<file path="src/design/mipsCore_defines.svh">
`ifndef MIPSCORE_DEFINES_SVH
`define MIPSCORE_DEFINES_SVH

// First fetch address out of reset
`define RESET_PC        32'h00400000

// Primary opcodes
`define OPCODE_RTYPE    6'h00
`define OPCODE_J        6'h02
`define OPCODE_BEQ      6'h04
`define OPCODE_BNE      6'h05
`define OPCODE_ADDI     6'h08
`define OPCODE_ADDIU    6'h09
`define OPCODE_SLTI     6'h0a
`define OPCODE_SLTIU    6'h0b
`define OPCODE_ANDI     6'h0c
`define OPCODE_ORI      6'h0d
`define OPCODE_LUI      6'h0f
`define OPCODE_LW       6'h23
`define OPCODE_SW       6'h2b

// R-type function codes
`define FUNCT_ADD       6'h20
`define FUNCT_ADDU      6'h21
`define FUNCT_SUB       6'h22
`define FUNCT_SUBU      6'h23
`define FUNCT_AND       6'h24
`define FUNCT_OR        6'h25
`define FUNCT_XOR       6'h26
`define FUNCT_NOR       6'h27
`define FUNCT_SLT       6'h2a

// Instruction field positions
`define OP_FIELD        31:26
`define RS_FIELD        25:21
`define RT_FIELD        20:16
`define RD_FIELD        15:11
`define IMM_FIELD       15:0
`define IMM_SIGN        15
`define FUNCT_FIELD     5:0
`define JADDR_FIELD     25:0

`define ZERO_REG        5'd0

`endif

</file>
<file path="src/design/mipsPkg.sv">
package mipsPkg;

    // Data, address and instruction word
    typedef logic [31:0] word_t;

    // Register file index
    typedef logic [4:0] regId_t;

    // Operations the execute stage can ask for
    typedef enum logic [2:0] {
        ALU_ADD,
        ALU_SUB,
        ALU_AND,
        ALU_OR,
        ALU_XOR,
        ALU_NOR,
        ALU_LT,
        ALU_LUI
    } aluCtrl_t;

    // Where an execute operand comes from
    typedef enum logic [1:0] {
        FWD_REG,
        FWD_EXMEM,
        FWD_MEMWB
    } fwdSel_t;

endpackage

</file>
<file path="src/design/decodeUnit.sv">
`timescale 1ns/100ps
`include "mipsCore_defines.svh"

module decodeUnit import mipsPkg::*; (
    input  word_t    instr,
    output logic     regDst,
    output logic     regWrite,
    output logic     aluSrc,
    output logic     memRead,
    output logic     memWrite,
    output logic     memToReg,
    output logic     branch,
    output logic     branchEq,
    output logic     jump,
    output aluCtrl_t aluCtrl,
    output logic     aluSigned,
    output logic     zeroExtImm
);

    // Set by every ALU-immediate opcode
    logic immAlu;

    always_comb begin
        regDst     = 1'b0;
        regWrite   = 1'b0;
        aluSrc     = 1'b0;
        memRead    = 1'b0;
        memWrite   = 1'b0;
        memToReg   = 1'b0;
        branch     = 1'b0;
        branchEq   = 1'b0;
        jump       = 1'b0;
        aluCtrl    = ALU_ADD;
        aluSigned  = 1'b0;
        zeroExtImm = 1'b0;
        immAlu     = 1'b0;
        case (instr[`OP_FIELD])
            `OPCODE_RTYPE: begin
                regDst   = 1'b1;
                regWrite = 1'b1;
                case (instr[`FUNCT_FIELD])
                    `FUNCT_ADD, `FUNCT_ADDU: aluCtrl = ALU_ADD;
                    `FUNCT_SUB, `FUNCT_SUBU: aluCtrl = ALU_SUB;
                    `FUNCT_AND:              aluCtrl = ALU_AND;
                    `FUNCT_OR:               aluCtrl = ALU_OR;
                    `FUNCT_XOR:              aluCtrl = ALU_XOR;
                    `FUNCT_NOR:              aluCtrl = ALU_NOR;
                    `FUNCT_SLT: begin
                        aluCtrl   = ALU_LT;
                        aluSigned = 1'b1;
                    end
                    // unsupported function codes retire as no-ops
                    default:                 regWrite = 1'b0;
                endcase
            end
            `OPCODE_ADDI, `OPCODE_ADDIU: begin
                immAlu = 1'b1;
            end
            `OPCODE_SLTI: begin
                immAlu    = 1'b1;
                aluCtrl   = ALU_LT;
                aluSigned = 1'b1;
            end
            // Immediate is still sign extended, compare is unsigned
            `OPCODE_SLTIU: begin
                immAlu  = 1'b1;
                aluCtrl = ALU_LT;
            end
            `OPCODE_ANDI: begin
                immAlu     = 1'b1;
                aluCtrl    = ALU_AND;
                zeroExtImm = 1'b1;
            end
            `OPCODE_ORI: begin
                immAlu     = 1'b1;
                aluCtrl    = ALU_OR;
                zeroExtImm = 1'b1;
            end
            `OPCODE_LUI: begin
                immAlu  = 1'b1;
                aluCtrl = ALU_LUI;
            end
            `OPCODE_LW: begin
                aluSrc   = 1'b1;
                regWrite = 1'b1;
                memRead  = 1'b1;
                memToReg = 1'b1;
            end
            `OPCODE_SW: begin
                aluSrc   = 1'b1;
                memWrite = 1'b1;
            end
            `OPCODE_BEQ, `OPCODE_BNE: begin
                branch   = 1'b1;
                branchEq = (instr[`OP_FIELD] == `OPCODE_BEQ);
                aluCtrl  = ALU_SUB;
            end
            `OPCODE_J: begin
                jump = 1'b1;
            end
            default: ;
        endcase
        if (immAlu) begin
            aluSrc   = 1'b1;
            regWrite = 1'b1;
        end
    end

endmodule

</file>
<file path="src/design/regFile.sv">
`timescale 1ns/100ps

module regFile import mipsPkg::*; (
    input  logic   iClk,
    input  logic   iRst_n,
    input  regId_t rdId0,
    input  regId_t rdId1,
    output word_t  rdData0,
    output word_t  rdData1,
    input  regId_t wrId,
    input  word_t  wrData,
    input  logic   wrEn
);

    word_t regs [32];
    logic  wrValid;

    // Register zero is never written, so it keeps its reset value
    assign wrValid = wrEn && (wrId != 5'd0);

    always_ff @(posedge iClk or negedge iRst_n) begin
        if (!iRst_n) begin
            for (int i = 0; i < 32; i++) begin
                regs[i] <= '0;
            end
        end else if (wrValid) begin
            regs[wrId] <= wrData;
        end
    end

    // Writeback in the same cycle reaches decode directly
    assign rdData0 = (wrValid && (wrId == rdId0)) ? wrData : regs[rdId0];
    assign rdData1 = (wrValid && (wrId == rdId1)) ? wrData : regs[rdId1];

endmodule

</file>
<file path="src/design/aluUnit.sv">
`timescale 1ns/100ps

module aluUnit import mipsPkg::*; (
    input  word_t    a,
    input  word_t    b,
    input  aluCtrl_t aluCtrl,
    input  logic     aluSigned,
    output word_t    result,
    output logic     zero
);

    logic lessThan;

    // SLT and SLTI compare signed, SLTIU unsigned
    assign lessThan = aluSigned ? ($signed(a) < $signed(b)) : (a < b);

    always_comb begin
        case (aluCtrl)
            ALU_ADD: result = a + b;
            ALU_SUB: result = a - b;
            ALU_AND: result = a & b;
            ALU_OR:  result = a | b;
            ALU_XOR: result = a ^ b;
            ALU_NOR: result = ~(a | b);
            ALU_LT:  result = {31'd0, lessThan};
            // Upper half from the immediate, lower half cleared
            ALU_LUI: result = {b[15:0], 16'd0};
            default: result = '0;
        endcase
    end

    // Branch compare runs as a subtract
    assign zero = (result == '0);

endmodule

</file>
<file path="src/design/hazardUnit.sv">
`timescale 1ns/100ps
`include "mipsCore_defines.svh"

module hazardUnit import mipsPkg::*; (
    input  regId_t  exRs,
    input  regId_t  exRt,
    input  regId_t  memRd,
    input  regId_t  wbRd,
    input  logic    memRegWrite,
    input  logic    wbRegWrite,
    input  logic    exMemRead,
    input  regId_t  idRs,
    input  regId_t  idRt,
    input  logic    branchTaken,
    input  logic    idJump,
    output fwdSel_t fwdA,
    output fwdSel_t fwdB,
    output logic    stall,
    output logic    flushFetch,
    output logic    flushDecode
);

    logic loadUse;

    // Younger result in EX/MEM wins over MEM/WB
    function automatic fwdSel_t pickSource(regId_t src);
        if (memRegWrite && (memRd != `ZERO_REG) && (memRd == src)) begin
            return FWD_EXMEM;
        end
        if (wbRegWrite && (wbRd != `ZERO_REG) && (wbRd == src)) begin
            return FWD_MEMWB;
        end
        return FWD_REG;
    endfunction

    always_comb begin
        fwdA = pickSource(exRs);
        fwdB = pickSource(exRt);
    end

    // Load in execute, its target read by the instruction in decode
    assign loadUse = exMemRead && (exRt != `ZERO_REG) &&
                     ((exRt == idRs) || (exRt == idRt));

    always_comb begin
        stall       = 1'b0;
        flushFetch  = 1'b0;
        flushDecode = 1'b0;
        if (branchTaken) begin
            flushFetch  = 1'b1;
            flushDecode = 1'b1;
        end else if (idJump) begin
            flushFetch = 1'b1;
        end else if (loadUse) begin
            stall = 1'b1;
        end
    end

endmodule

</file>
<file path="src/design/mipsCore.sv">
`timescale 1ns/100ps
`include "mipsCore_defines.svh"

module mipsCore import mipsPkg::*; (
    input  logic  iClk,
    input  logic  iRst_n,
    output word_t oInstAddr,
    input  word_t iInstr,
    output word_t oMemAddr,
    output logic  oMemRead,
    output logic  oMemWrite,
    output word_t oWrData,
    input  word_t iRdData
);

    // Fetch and IF/ID
    word_t    pc, fetchAddr, fetchPlus4;
    word_t    ifidInstr, ifidPlus4;
    // Decode
    regId_t   idRs, idRt;
    word_t    idRdData0, idRdData1, idImm, idJumpTarget;
    logic     idRegDst, idRegWrite, idAluSrc, idMemRead, idMemWrite, idMemToReg;
    logic     idBranch, idBranchEq, idJump, idAluSigned, idZeroExt;
    aluCtrl_t idAluCtrl;
    // ID/EX and execute
    logic     exRegDst, exRegWrite, exAluSrc, exMemRead, exMemWrite, exMemToReg;
    logic     exBranch, exBranchEq, exJump, exAluSigned, exZero, branchTaken;
    aluCtrl_t exAluCtrl;
    regId_t   exRs, exRt, exRd, exWrId;
    word_t    exData0, exData1, exImm, exPlus4, exJumpTarget;
    word_t    exOpA, exOpB, exAluB, exAluOut, exBranchTarget;
    fwdSel_t  fwdA, fwdB;
    logic     stall, flushFetch, flushDecode;
    // EX/MEM, MEM/WB
    logic     memRegWrite, memMemRead, memMemWrite, memMemToReg, wbRegWrite;
    regId_t   memRd, wbRd;
    word_t    memAluOut, memStoreData, memWbData, wbData;

    function automatic word_t fwdMux(fwdSel_t sel, word_t regVal);
        case (sel)
            FWD_EXMEM: return memAluOut;
            FWD_MEMWB: return wbData;
            default:   return regVal;
        endcase
    endfunction

    // A jump sitting in ID/EX redirects this fetch
    assign fetchAddr  = exJump ? exJumpTarget : pc;
    assign fetchPlus4 = fetchAddr + 32'd4;
    assign oInstAddr  = fetchAddr;

    always_ff @(posedge iClk or negedge iRst_n) begin
        if (!iRst_n) begin
            pc        <= `RESET_PC;
            ifidInstr <= '0;
        end else begin
            if (branchTaken) begin
                pc <= exBranchTarget;
            end else if (!stall && !flushFetch) begin
                pc <= fetchPlus4;
            end
            if (flushFetch) begin
                ifidInstr <= '0;
            end else if (!stall) begin
                ifidInstr <= iInstr;
            end
        end
    end

    always_ff @(posedge iClk) begin
        if (!stall) begin
            ifidPlus4 <= fetchPlus4;
        end
    end

    assign idRs = ifidInstr[`RS_FIELD];
    assign idRt = ifidInstr[`RT_FIELD];
    assign idImm = idZeroExt ? {16'd0, ifidInstr[`IMM_FIELD]} :
                   {{16{ifidInstr[`IMM_SIGN]}}, ifidInstr[`IMM_FIELD]};
    assign idJumpTarget = {ifidPlus4[31:28], ifidInstr[`JADDR_FIELD], 2'b00};

    decodeUnit uDecode (
        .instr(ifidInstr), .regDst(idRegDst), .regWrite(idRegWrite), .aluSrc(idAluSrc),
        .memRead(idMemRead), .memWrite(idMemWrite), .memToReg(idMemToReg),
        .branch(idBranch), .branchEq(idBranchEq), .jump(idJump), .aluCtrl(idAluCtrl),
        .aluSigned(idAluSigned), .zeroExtImm(idZeroExt)
    );

    regFile uRegFile (
        .iClk(iClk), .iRst_n(iRst_n), .rdId0(idRs), .rdId1(idRt),
        .rdData0(idRdData0), .rdData1(idRdData1),
        .wrId(wbRd), .wrData(wbData), .wrEn(wbRegWrite)
    );

    // A stall or flush leaves a bubble in the ID/EX control
    always_ff @(posedge iClk or negedge iRst_n) begin
        if (!iRst_n) begin
            {exRegDst, exRegWrite, exAluSrc, exMemRead, exMemWrite} <= '0;
            {exMemToReg, exBranch, exBranchEq, exJump, exAluSigned} <= '0;
            exAluCtrl <= ALU_ADD;
        end else if (stall || flushDecode) begin
            {exRegDst, exRegWrite, exAluSrc, exMemRead, exMemWrite} <= '0;
            {exMemToReg, exBranch, exBranchEq, exJump, exAluSigned} <= '0;
            exAluCtrl <= ALU_ADD;
        end else begin
            {exRegDst, exRegWrite, exAluSrc} <= {idRegDst, idRegWrite, idAluSrc};
            {exMemRead, exMemWrite, exMemToReg} <= {idMemRead, idMemWrite, idMemToReg};
            {exBranch, exBranchEq, exJump} <= {idBranch, idBranchEq, idJump};
            exAluSigned <= idAluSigned;
            exAluCtrl   <= idAluCtrl;
        end
    end

    always_ff @(posedge iClk) begin
        exRs         <= idRs;
        exRt         <= idRt;
        exRd         <= ifidInstr[`RD_FIELD];
        exData0      <= idRdData0;
        exData1      <= idRdData1;
        exImm        <= idImm;
        exPlus4      <= ifidPlus4;
        exJumpTarget <= idJumpTarget;
    end

    hazardUnit uHazard (
        .exRs(exRs), .exRt(exRt), .memRd(memRd), .wbRd(wbRd),
        .memRegWrite(memRegWrite), .wbRegWrite(wbRegWrite), .exMemRead(exMemRead),
        .idRs(idRs), .idRt(idRt), .branchTaken(branchTaken), .idJump(idJump),
        .fwdA(fwdA), .fwdB(fwdB), .stall(stall),
        .flushFetch(flushFetch), .flushDecode(flushDecode)
    );

    always_comb begin
        exOpA = fwdMux(fwdA, exData0);
        exOpB = fwdMux(fwdB, exData1);
    end

    assign exAluB = exAluSrc ? exImm : exOpB;
    assign exWrId = exRegDst ? exRd : exRt;
    assign exBranchTarget = exPlus4 + {exImm[29:0], 2'b00};
    // BEQ wants zero, BNE wants nonzero
    assign branchTaken = exBranch && (exZero == exBranchEq);

    aluUnit uAlu (
        .a(exOpA), .b(exAluB), .aluCtrl(exAluCtrl), .aluSigned(exAluSigned),
        .result(exAluOut), .zero(exZero)
    );

    always_ff @(posedge iClk or negedge iRst_n) begin
        if (!iRst_n) begin
            {memRegWrite, memMemRead, memMemWrite, memMemToReg, wbRegWrite} <= '0;
        end else begin
            {memRegWrite, memMemRead} <= {exRegWrite, exMemRead};
            {memMemWrite, memMemToReg} <= {exMemWrite, exMemToReg};
            wbRegWrite <= memRegWrite;
        end
    end

    always_ff @(posedge iClk) begin
        memRd        <= exWrId;
        memAluOut    <= exAluOut;
        memStoreData <= exOpB;
        wbRd         <= memRd;
        wbData       <= memWbData;
    end

    assign memWbData = memMemToReg ? iRdData : memAluOut;
    assign oMemAddr  = memAluOut;
    assign oWrData   = memStoreData;
    assign oMemRead  = memMemRead;
    assign oMemWrite = memMemWrite;

endmodule

</file>
<file path="config.mk">
export PLATFORM = sky130hd
export DESIGN_NAME = mipsCore
export DESIGN_NICKNAME = d
export VERILOG_FILES = /design/src/design/mipsPkg.sv /design/src/design/decodeUnit.sv /design/src/design/regFile.sv /design/src/design/aluUnit.sv /design/src/design/hazardUnit.sv /design/src/design/mipsCore.sv
export VERILOG_INCLUDE_DIRS = /design/src /design/src/design
export SDC_FILE = /design/constraint.sdc
export NUM_CORES = 2
export LEC_CHECK = 0
export BUFFER_PORTS_ARGS = -buffer_cell sky130_fd_sc_hd__buf_4
export CORE_UTILIZATION = 39
export CTS_BUF_LIST = sky130_fd_sc_hd__clkbuf_2
export DETAILED_ROUTE_END_ITERATION = 12
export GPL_ROUTABILITY_DRIVEN = 0
export PLACE_DENSITY = 0.66
export SLEW_MARGIN = 20
export SYNTH_ARGS = -nofsm -noshare
export SYNTH_HDL_FRONTEND = slang
export SYNTH_SLANG_ARGS = --single-unit
export TNS_END_PERCENT = 5
</file>
<file path="constraint.sdc">
create_clock -name iClk -period 7.6 [get_ports iClk]
set_clock_uncertainty 0.2 [all_clocks]
set_input_delay 1.52 -clock iClk [delete_from_list [all_inputs] [get_ports iClk]]
set_output_delay 1.52 -clock iClk [all_outputs]
set_load 0.03 [all_outputs]
</file>
## After elaboration in Yosys (flattened, before gate mapping)

Cells that the tools add are included.

- Register bits: 1400
- Bits of input ports: 66
- Output and inout bits: 98
- Logic and storage cells: 223

- Add/subtract/negate cells: 4
- $lt $le $gt $ge: 6
- Equal/unequal tests: 42
- Multiplexer cells: 70
- Bitwise logic cells: 7
- Reductions and logical operators: 31

Operators with widths:

| cell | count |
|---|---|
| $bwmux W1024 | 1 |
| $mux W32 | 14 |
| $bmux W32 S5 | 2 |
| $pmux W32 S8 | 1 |
| $demux W32 S5 | 1 |
| $pmux W32 S2 | 2 |
| $eq A6 B6 Y1 const B | 11 |
| $add A32 B32 Y32 | 2 |
| $lt A32 B32 Y1 | 2 |
| $eq A6 B4 Y1 const B | 7 |
| $eq A5 B5 Y1 | 8 |
| $pmux W3 S6 | 2 |
| $mux W1 | 35 |
| $add A32 B3 Y32 const B | 1 |
| $and A32 B32 Y32 | 1 |
| $logic_not A32 Y1 | 1 |
| $not A32 Y32 | 1 |
| $or A32 B32 Y32 | 1 |
| $sub A32 B32 Y32 | 1 |
| $xor A32 B32 Y32 | 1 |
| $ge A6 B6 Y1 const B | 3 |
| $not A5 Y6 | 3 |
| $mux W2 | 8 |
| $reduce_bool A5 Y1 | 3 |
| other kinds (22) | 48 |

## Longest topological paths before layout

- Word-level depth: 21
- Gate-level depth with buffers: 32
- Gate-level depth less buffers: 25

## Hierarchy

A second synthesis with hierarchy kept.

- Cell total of the unflattened synthesis: 5765
- Area total of the unflattened synthesis: 73793.3 um^2

Modules (own cells, without submodules):

| module | times used | cells each | area an instance (um^2) | seq. area each (um^2) |
|---|---|---|---|---|
| regFile | 1 | 3483 | 53415.0 | 25624.6 |
| mipsCore | 1 | 1219 | 13447.9 | 7598.5 |
| aluUnit | 1 | 957 | 6185.9 | 0.0 |
| hazardUnit | 1 | 57 | 440.4 | 0.0 |
| decodeUnit | 1 | 49 | 304.0 | 0.0 |

## Worst setup path before layout

OpenSTA, ideal clock, no wires.

- Path type: reg2reg
- Start: reg wbRd[2]
- End: reg ifidPlus4[0], enable pin
- Setup time: 482 ps
- Data arrival time: 7360 ps
- Data required time: 6918 ps
- Path slack: -442 ps
- Cell stages (with the launch flop): 27
- Buffers on the path: 5
- Clock period less this slack: 8042 ps
- Cell sequence: dfxtp_1 > buf_2 > xor2_1 > or4b_1 > buf_2 > nor2_1 > clkbuf_1 > mux2i_1 > o21ai_0 > ha_1 > nor2b_1 > o21ai_0 > and2_1 > a221o_1 > a311oi_2 > o31ai_1 > a32oi_2 > o31a_2 > a21oi_1 > a2111o_1 > a22o_1 > a311o_1 > or4_1 > and3_1 > buf_2 > buf_6 > nand2b_1

- Word-level cells in the longest chain between the ends: 17
- Elaborated cells on any way between the ends: 37
- Classes of those cells: add/sub (2); order compare (2); eq/ne (7); mux (16); bitwise (4); reduce/logical (6)

Ends and longest elaborated chain:

| item | line | RTL |
|---|---|---|
| start, declared | mipsCore.sv:36 | `regId_t memRd, wbRd;` |
| start signal, assigned | mipsCore.sv:163 | `wbRd <= memRd;` |
| parallel branches: the longest is 12 deep, another holds $sub A32 B32 Y32 | - |  |
| $pmux W32 S8 (*) | aluUnit.sv:18 | `case (aluCtrl)` |
| named net exAluOut[29] | mipsCore.sv:31 | `word_t exOpA, exOpB, exAluB, exAluOut, exBranchTarget;` |
| $logic_not A32 Y1 (*) | aluUnit.sv:33 | `assign zero = (result == '0);` |
| $eq A1 B1 Y1 (*) | mipsCore.sv:142 | `assign branchTaken = exBranch && (exZero == exBranchEq);` |
| $logic_and A1 B1 Y1 (*) | mipsCore.sv:142 |  |
| $mux W1 (*) | hazardUnit.sv:49 | `if (branchTaken) begin` |
| end signal, assigned | mipsCore.sv:72 | `ifidPlus4 <= fetchPlus4;` |
| end, declared | mipsCore.sv:18 | `word_t ifidInstr, ifidPlus4;` |

Mark *: on every way through the listed nets, which the timed path passes. The select of a mux whose other input is x is not followed.
A chain may end at the register's enable or synchronous reset.

## Final worst setup path

- Start: reg wbRd[3]
- End: reg ifidPlus4[17], enable pin

- Word-level cells in the longest chain between the ends: 17
- Elaborated cells on any way between the ends: 37
- Classes of those cells: add/sub (2); order compare (2); eq/ne (7); mux (16); bitwise (4); reduce/logical (6)

Ends and longest elaborated chain:

| item | line | RTL |
|---|---|---|
| $reduce_bool A5 Y1 (no source line) | - |  |
| $logic_and A1 B1 Y1 | hazardUnit.sv:30 | `` if (wbRegWrite && (wbRd != `ZERO_REG) && (wbRd == src)) begin `` |
| $logic_and A1 B1 Y1 (*) | hazardUnit.sv:30 |  |
| $mux W1 (2 in series) | hazardUnit.sv:30 |  |
| $mux W2 (*) | hazardUnit.sv:33 | `return FWD_REG;` |
| $mux W2 (*) | hazardUnit.sv:30 |  |
| $eq A2 B2 Y1 or $eq A2 B1 Y1 (tied branches) | mipsCore.sv:40 | `case (sel)` |
| $pmux W32 S2 (*) | mipsCore.sv:40 |  |
| named net exOpB[1] | mipsCore.sv:31 |  |
| $mux W32 (*) | mipsCore.sv:138 | `assign exAluB = exAluSrc ? exImm : exOpB;` |
| $lt A32 B32 Y1 or $or A32 B32 Y32 (tied branches) | aluUnit.sv:15, aluUnit.sv:22, aluUnit.sv:24 |  |
| $mux W1 or $not A32 Y32 (tied branches) | aluUnit.sv:15, aluUnit.sv:24 |  |
| $pmux W32 S8 (*) | aluUnit.sv:18 |  |
| $logic_not A32 Y1 (*) | aluUnit.sv:33 |  |
| $eq A1 B1 Y1 (*) | mipsCore.sv:142 |  |
| $logic_and A1 B1 Y1 (*) | mipsCore.sv:142 |  |
| $mux W1 (*) | hazardUnit.sv:49 |  |

The timed path passes the listed nets; every way through them passes the cells marked *. The select of a mux whose other input is x is not followed.

==> impl_metrics.ini <==
[power]
switchingPower_mw = 7.71
p_int_mw = 12.9
seqPwrFrac_pct = 44.7
clkPwrFrac_pct = 24.8
power.density_mw_per_mm2 = 250
p_comb_share_pct = 30.5
leakagePower_nw = 37.2
switching_share_pct = 37.4
ir_drop_mv = 0.148
total_power_mw = 20.6

[synth]
synth-edff-count = 32
yosysTopAreaCell = dfrtp_1
syn_area_mm2 = 0.0745
synth_warnings = 0
yosysUniqueCellTypes = 99
synthDominantCellAreaShare_pct = 37.1
async_flop_share_pct = 80.9
synth_top_flop_cell = dfrtp_1
synth-seq-area-share_pct = 44.6
postSynthAreaPerCell_um2 = 13.3
synthesis.nets = 5764
synth_cells = 5580
synth.area.top_cells = dfrtp_1 37%, mux4_2 19%, mux2_2 16%
synth_seq_cells = 1365

[setup_path]
slowest_stage = or4_1
cp_max_fo = 32
cp_data_arrival_time_ns = 8.72
cp-start-kind = register
end_kind = register
crit_path_max_incr_delay_ns = 0.52
critical_path_required_ns = 8.92
crit_top_cell = buf_4
worstSetupPathType = reg -> reg

[die]
die_height_um = 439
die_x_um = 439
start_util_pct = 39.2
row_count = 160
die_area_mm2 = 0.193
core_mm2 = 0.190
pin_count = 164

[grt]
antenna_found_initial = 14
grt_max_degree = 171
track_usage_pct = 24.4
grt_pass1_wl_um = 350000
gr-total-overflow = 0
grt_pass1_vias = 53100

[finish]
nFillCells = 17300
area_growth_pct = 11.1
final_nets = 6042
utilization_pct = 43.5
drive_gt1_share_pct = 44.9

[clock_network]
cts_num_sinks = 1365
clkTransAtPathRegs_ns = 0.11
cts_tree = yes
htree_levels = 5
clk_latency_ns = 1.89
cts.path.max_buffers = 4
clockRootBuffer = clkbuf_2
cts_buffers = 366

[sta]
timing.final.crit_period_ns = 7.40
fmax_ghz = 0.135
rsz0062_at_grt = false
min_period_over_period_pct = 97.3
finalSetupViolCount = 0
hold_viol = 0
drv_slew = 0
setup_slack_ns = 0.203
worst_pin_slew_ns = 1.27
maxSlewHeadroom_pct = 15.2

[drt]
vias = 52100
wire_per_inst_um = 27.5
firstDrtPassIters = 7
via_per_inst = 6.04
wl_um = 237000
ant_nets = 0
drc = 0
drt-initial-drc-count = 5858

[placement]
port_buffers = 163
dp_slack_ns = -0.0839
hpwl_um = 147000

[status]
status = complete, no violations

[hold_path]
hold_path_class = reg -> reg

[run]
drv_cap = 0
-- logic make-up after synthesis --
group | after synthesis | synth area share, %
buffers and inverters | 652 | 3.39
flip-flops | 1365 | 44.6
AO/OA/AOI/OAI | 705 | 6.19
adder cells (fa/ha/maj) | 118 | 2.01
XOR/XNOR | 107 | 1.26
multiplexers | 1890 | 37.9
AND/OR/NAND/NOR | 743 | 4.66
-- cell usage after synthesis, types with 20 or more instances --
| master | instances |
|---|---|
| dfrtp_1 | 1103 |
| mux2_2 | 1045 |
| mux4_2 | 640 |
| clkbuf_1 | 389 |
| nand2_1 | 285 |
| dfxtp_1 | 229 |
| o21ai_0 | 215 |
| mux2i_1 | 202 |
| nor2_1 | 150 |
| a21oi_1 | 146 |
| inv_1 | 122 |
| ha_1 | 115 |
| buf_1 | 109 |
| nand3_1 | 86 |
| xnor2_1 | 74 |
| nor3_1 | 60 |
| xor2_1 | 33 |
| edfxtp_1 | 32 |
| a31oi_1 | 30 |
| a21o_1 | 29 |
| nor2b_1 | 27 |
| o211ai_1 | 26 |
| o22ai_1 | 25 |
| nand2b_1 | 22 |
| o21bai_1 | 20 |
-- routing by layer --
metal  vias up  track usage (%)  routed length [um]
li1      21800                -                   -
met1     27000             31.4               92500
met2      2689             37.8              109000
met3       651             5.93               21400
met4         4             13.7               14100
met5         -                0                  24
-- path summary, 6_finish.rpt --
path / startpoint / end / slack (ns) / depth (start not counted)
max in group asynchronous: iRst_n / uRegFile.regs[128]$_DFFE_PN0P_ / 4.64 / 5
min: ifidPlus4[16]$_DFFE_PP_ / exPlus4[16]$_DFF_P_ / 0.12 / 0
min in group asynchronous: iRst_n / uRegFile.regs[967]$_DFFE_PN0P_ / 0.66 / 3
max reg2reg: wbRd[3]$_DFF_P_ / ifidPlus4[17]$_DFFE_PP_ / 0.20 / 28
max: wbRd[3]$_DFF_P_ / ifidPlus4[17]$_DFFE_PP_ / 0.20 / 28
min reg2reg: ifidPlus4[16]$_DFFE_PP_ / exPlus4[16]$_DFF_P_ / 0.12 / 0
-- area by class of cell --
type	instances	area, um2	area share, %
multi-input combinational	3563	39100	47.3
sequential	1365	33200	40.2
timing repair buffer	434	3670	4.44
tap	2511	3140	3.80
clock buffer	532	2660	3.22
inverter	128	480	0.581
clock inverter	84	420	0.508
antenna	10	25.0	0.0303
-- worst max-delay path: cells and delay by family (launching register included) --
kind	cells	cell delay, ns
buffers and inverters	6	1.17
AOI/OAI and AO/OA	11	2.69
and+or+nand+nor	8	2.09
DFF	1	0.36
muxes	2	0.33
adders and majority gates	1	0.30
-- sequential cells by signal, indices dropped and copies added, names as in the netlist, 3 cells and up --
register,cells
exAluCtrl,3
ifidPlus4,32
ifidInstr,32
oMemAddr,32
uRegFile.regs,1024
wbRd,5
exRt,4
exJumpTarget,14
exPlus4,32
oWrData,32
exRs,4
pc,32
exRd,4
wbData,32
exData0,32
exData1,32
memRd,5
-- placed cells by master (no fill, tap or decap), drive strengths merged, types with 12 or more instances in the layout --
cell type,n
dfrtp,1103
mux2,1048
mux4,640
clkbuf,533
buf,366
nand2,285
o21ai,236
dfxtp,229
mux2i,202
a21oi,164
nor2,150
inv,130
ha,115
nand3,86
clkinv,78
xnor2,74
dlygate4sd3,67
nor3,62
xor2,33
a31oi,33
edfxtp,32
a21o,29
o211ai,29
nor2b,27
o22ai,25
nand2b,22
o21bai,20
nand4,18
a211oi,17
o21a,15
or2,15
a22oi,14
o31ai,13
and3,13
or3,12
-- timing repair --
action / in CTS / in global routing
gates cloned: 0 / 0
pin swaps: 0 / 2
endpoints found under the hold margin: 232 / 0
resized for setup: 2 / 13
buffers inserted: 0 / 3
hold buffers: 67 / 0
endpoints found under the setup margin: 6 / 96
-- metrics by stage --
| stage | instances | area (um2) | setup TNS [ns] | hold WS [ns] |
|---|---|---|---|---|
| floorplan | 5580 | 74500 | 0 | 0.123 |
| global placement | 7931 | 78800 | 0 | 0.124 |
| CTS | 8614 | 82600 | 0 | 0.0763 |
| detailed placement | 7931 | 78800 | -2.11 | 0.127 |
| finish | 8627 | 82700 | 0 | 0.120 |
| global route | 8625 | 82700 | 0 | 0.125 |
-- power by group through the flow --
stage          clock (mW)  combinational, mW  sequential [mW]
6_report             5.12               6.30             9.23
5_1_grt              5.62               6.68             9.33
4_1_cts              5.25               6.16             9.20
3_5_place_dp            0               6.10             9.34
3_3_place_gp            0               6.01             9.28
2_1_floorplan           0               4.04             9.11
No activity file was read; power rests on OpenSTA's default activity.
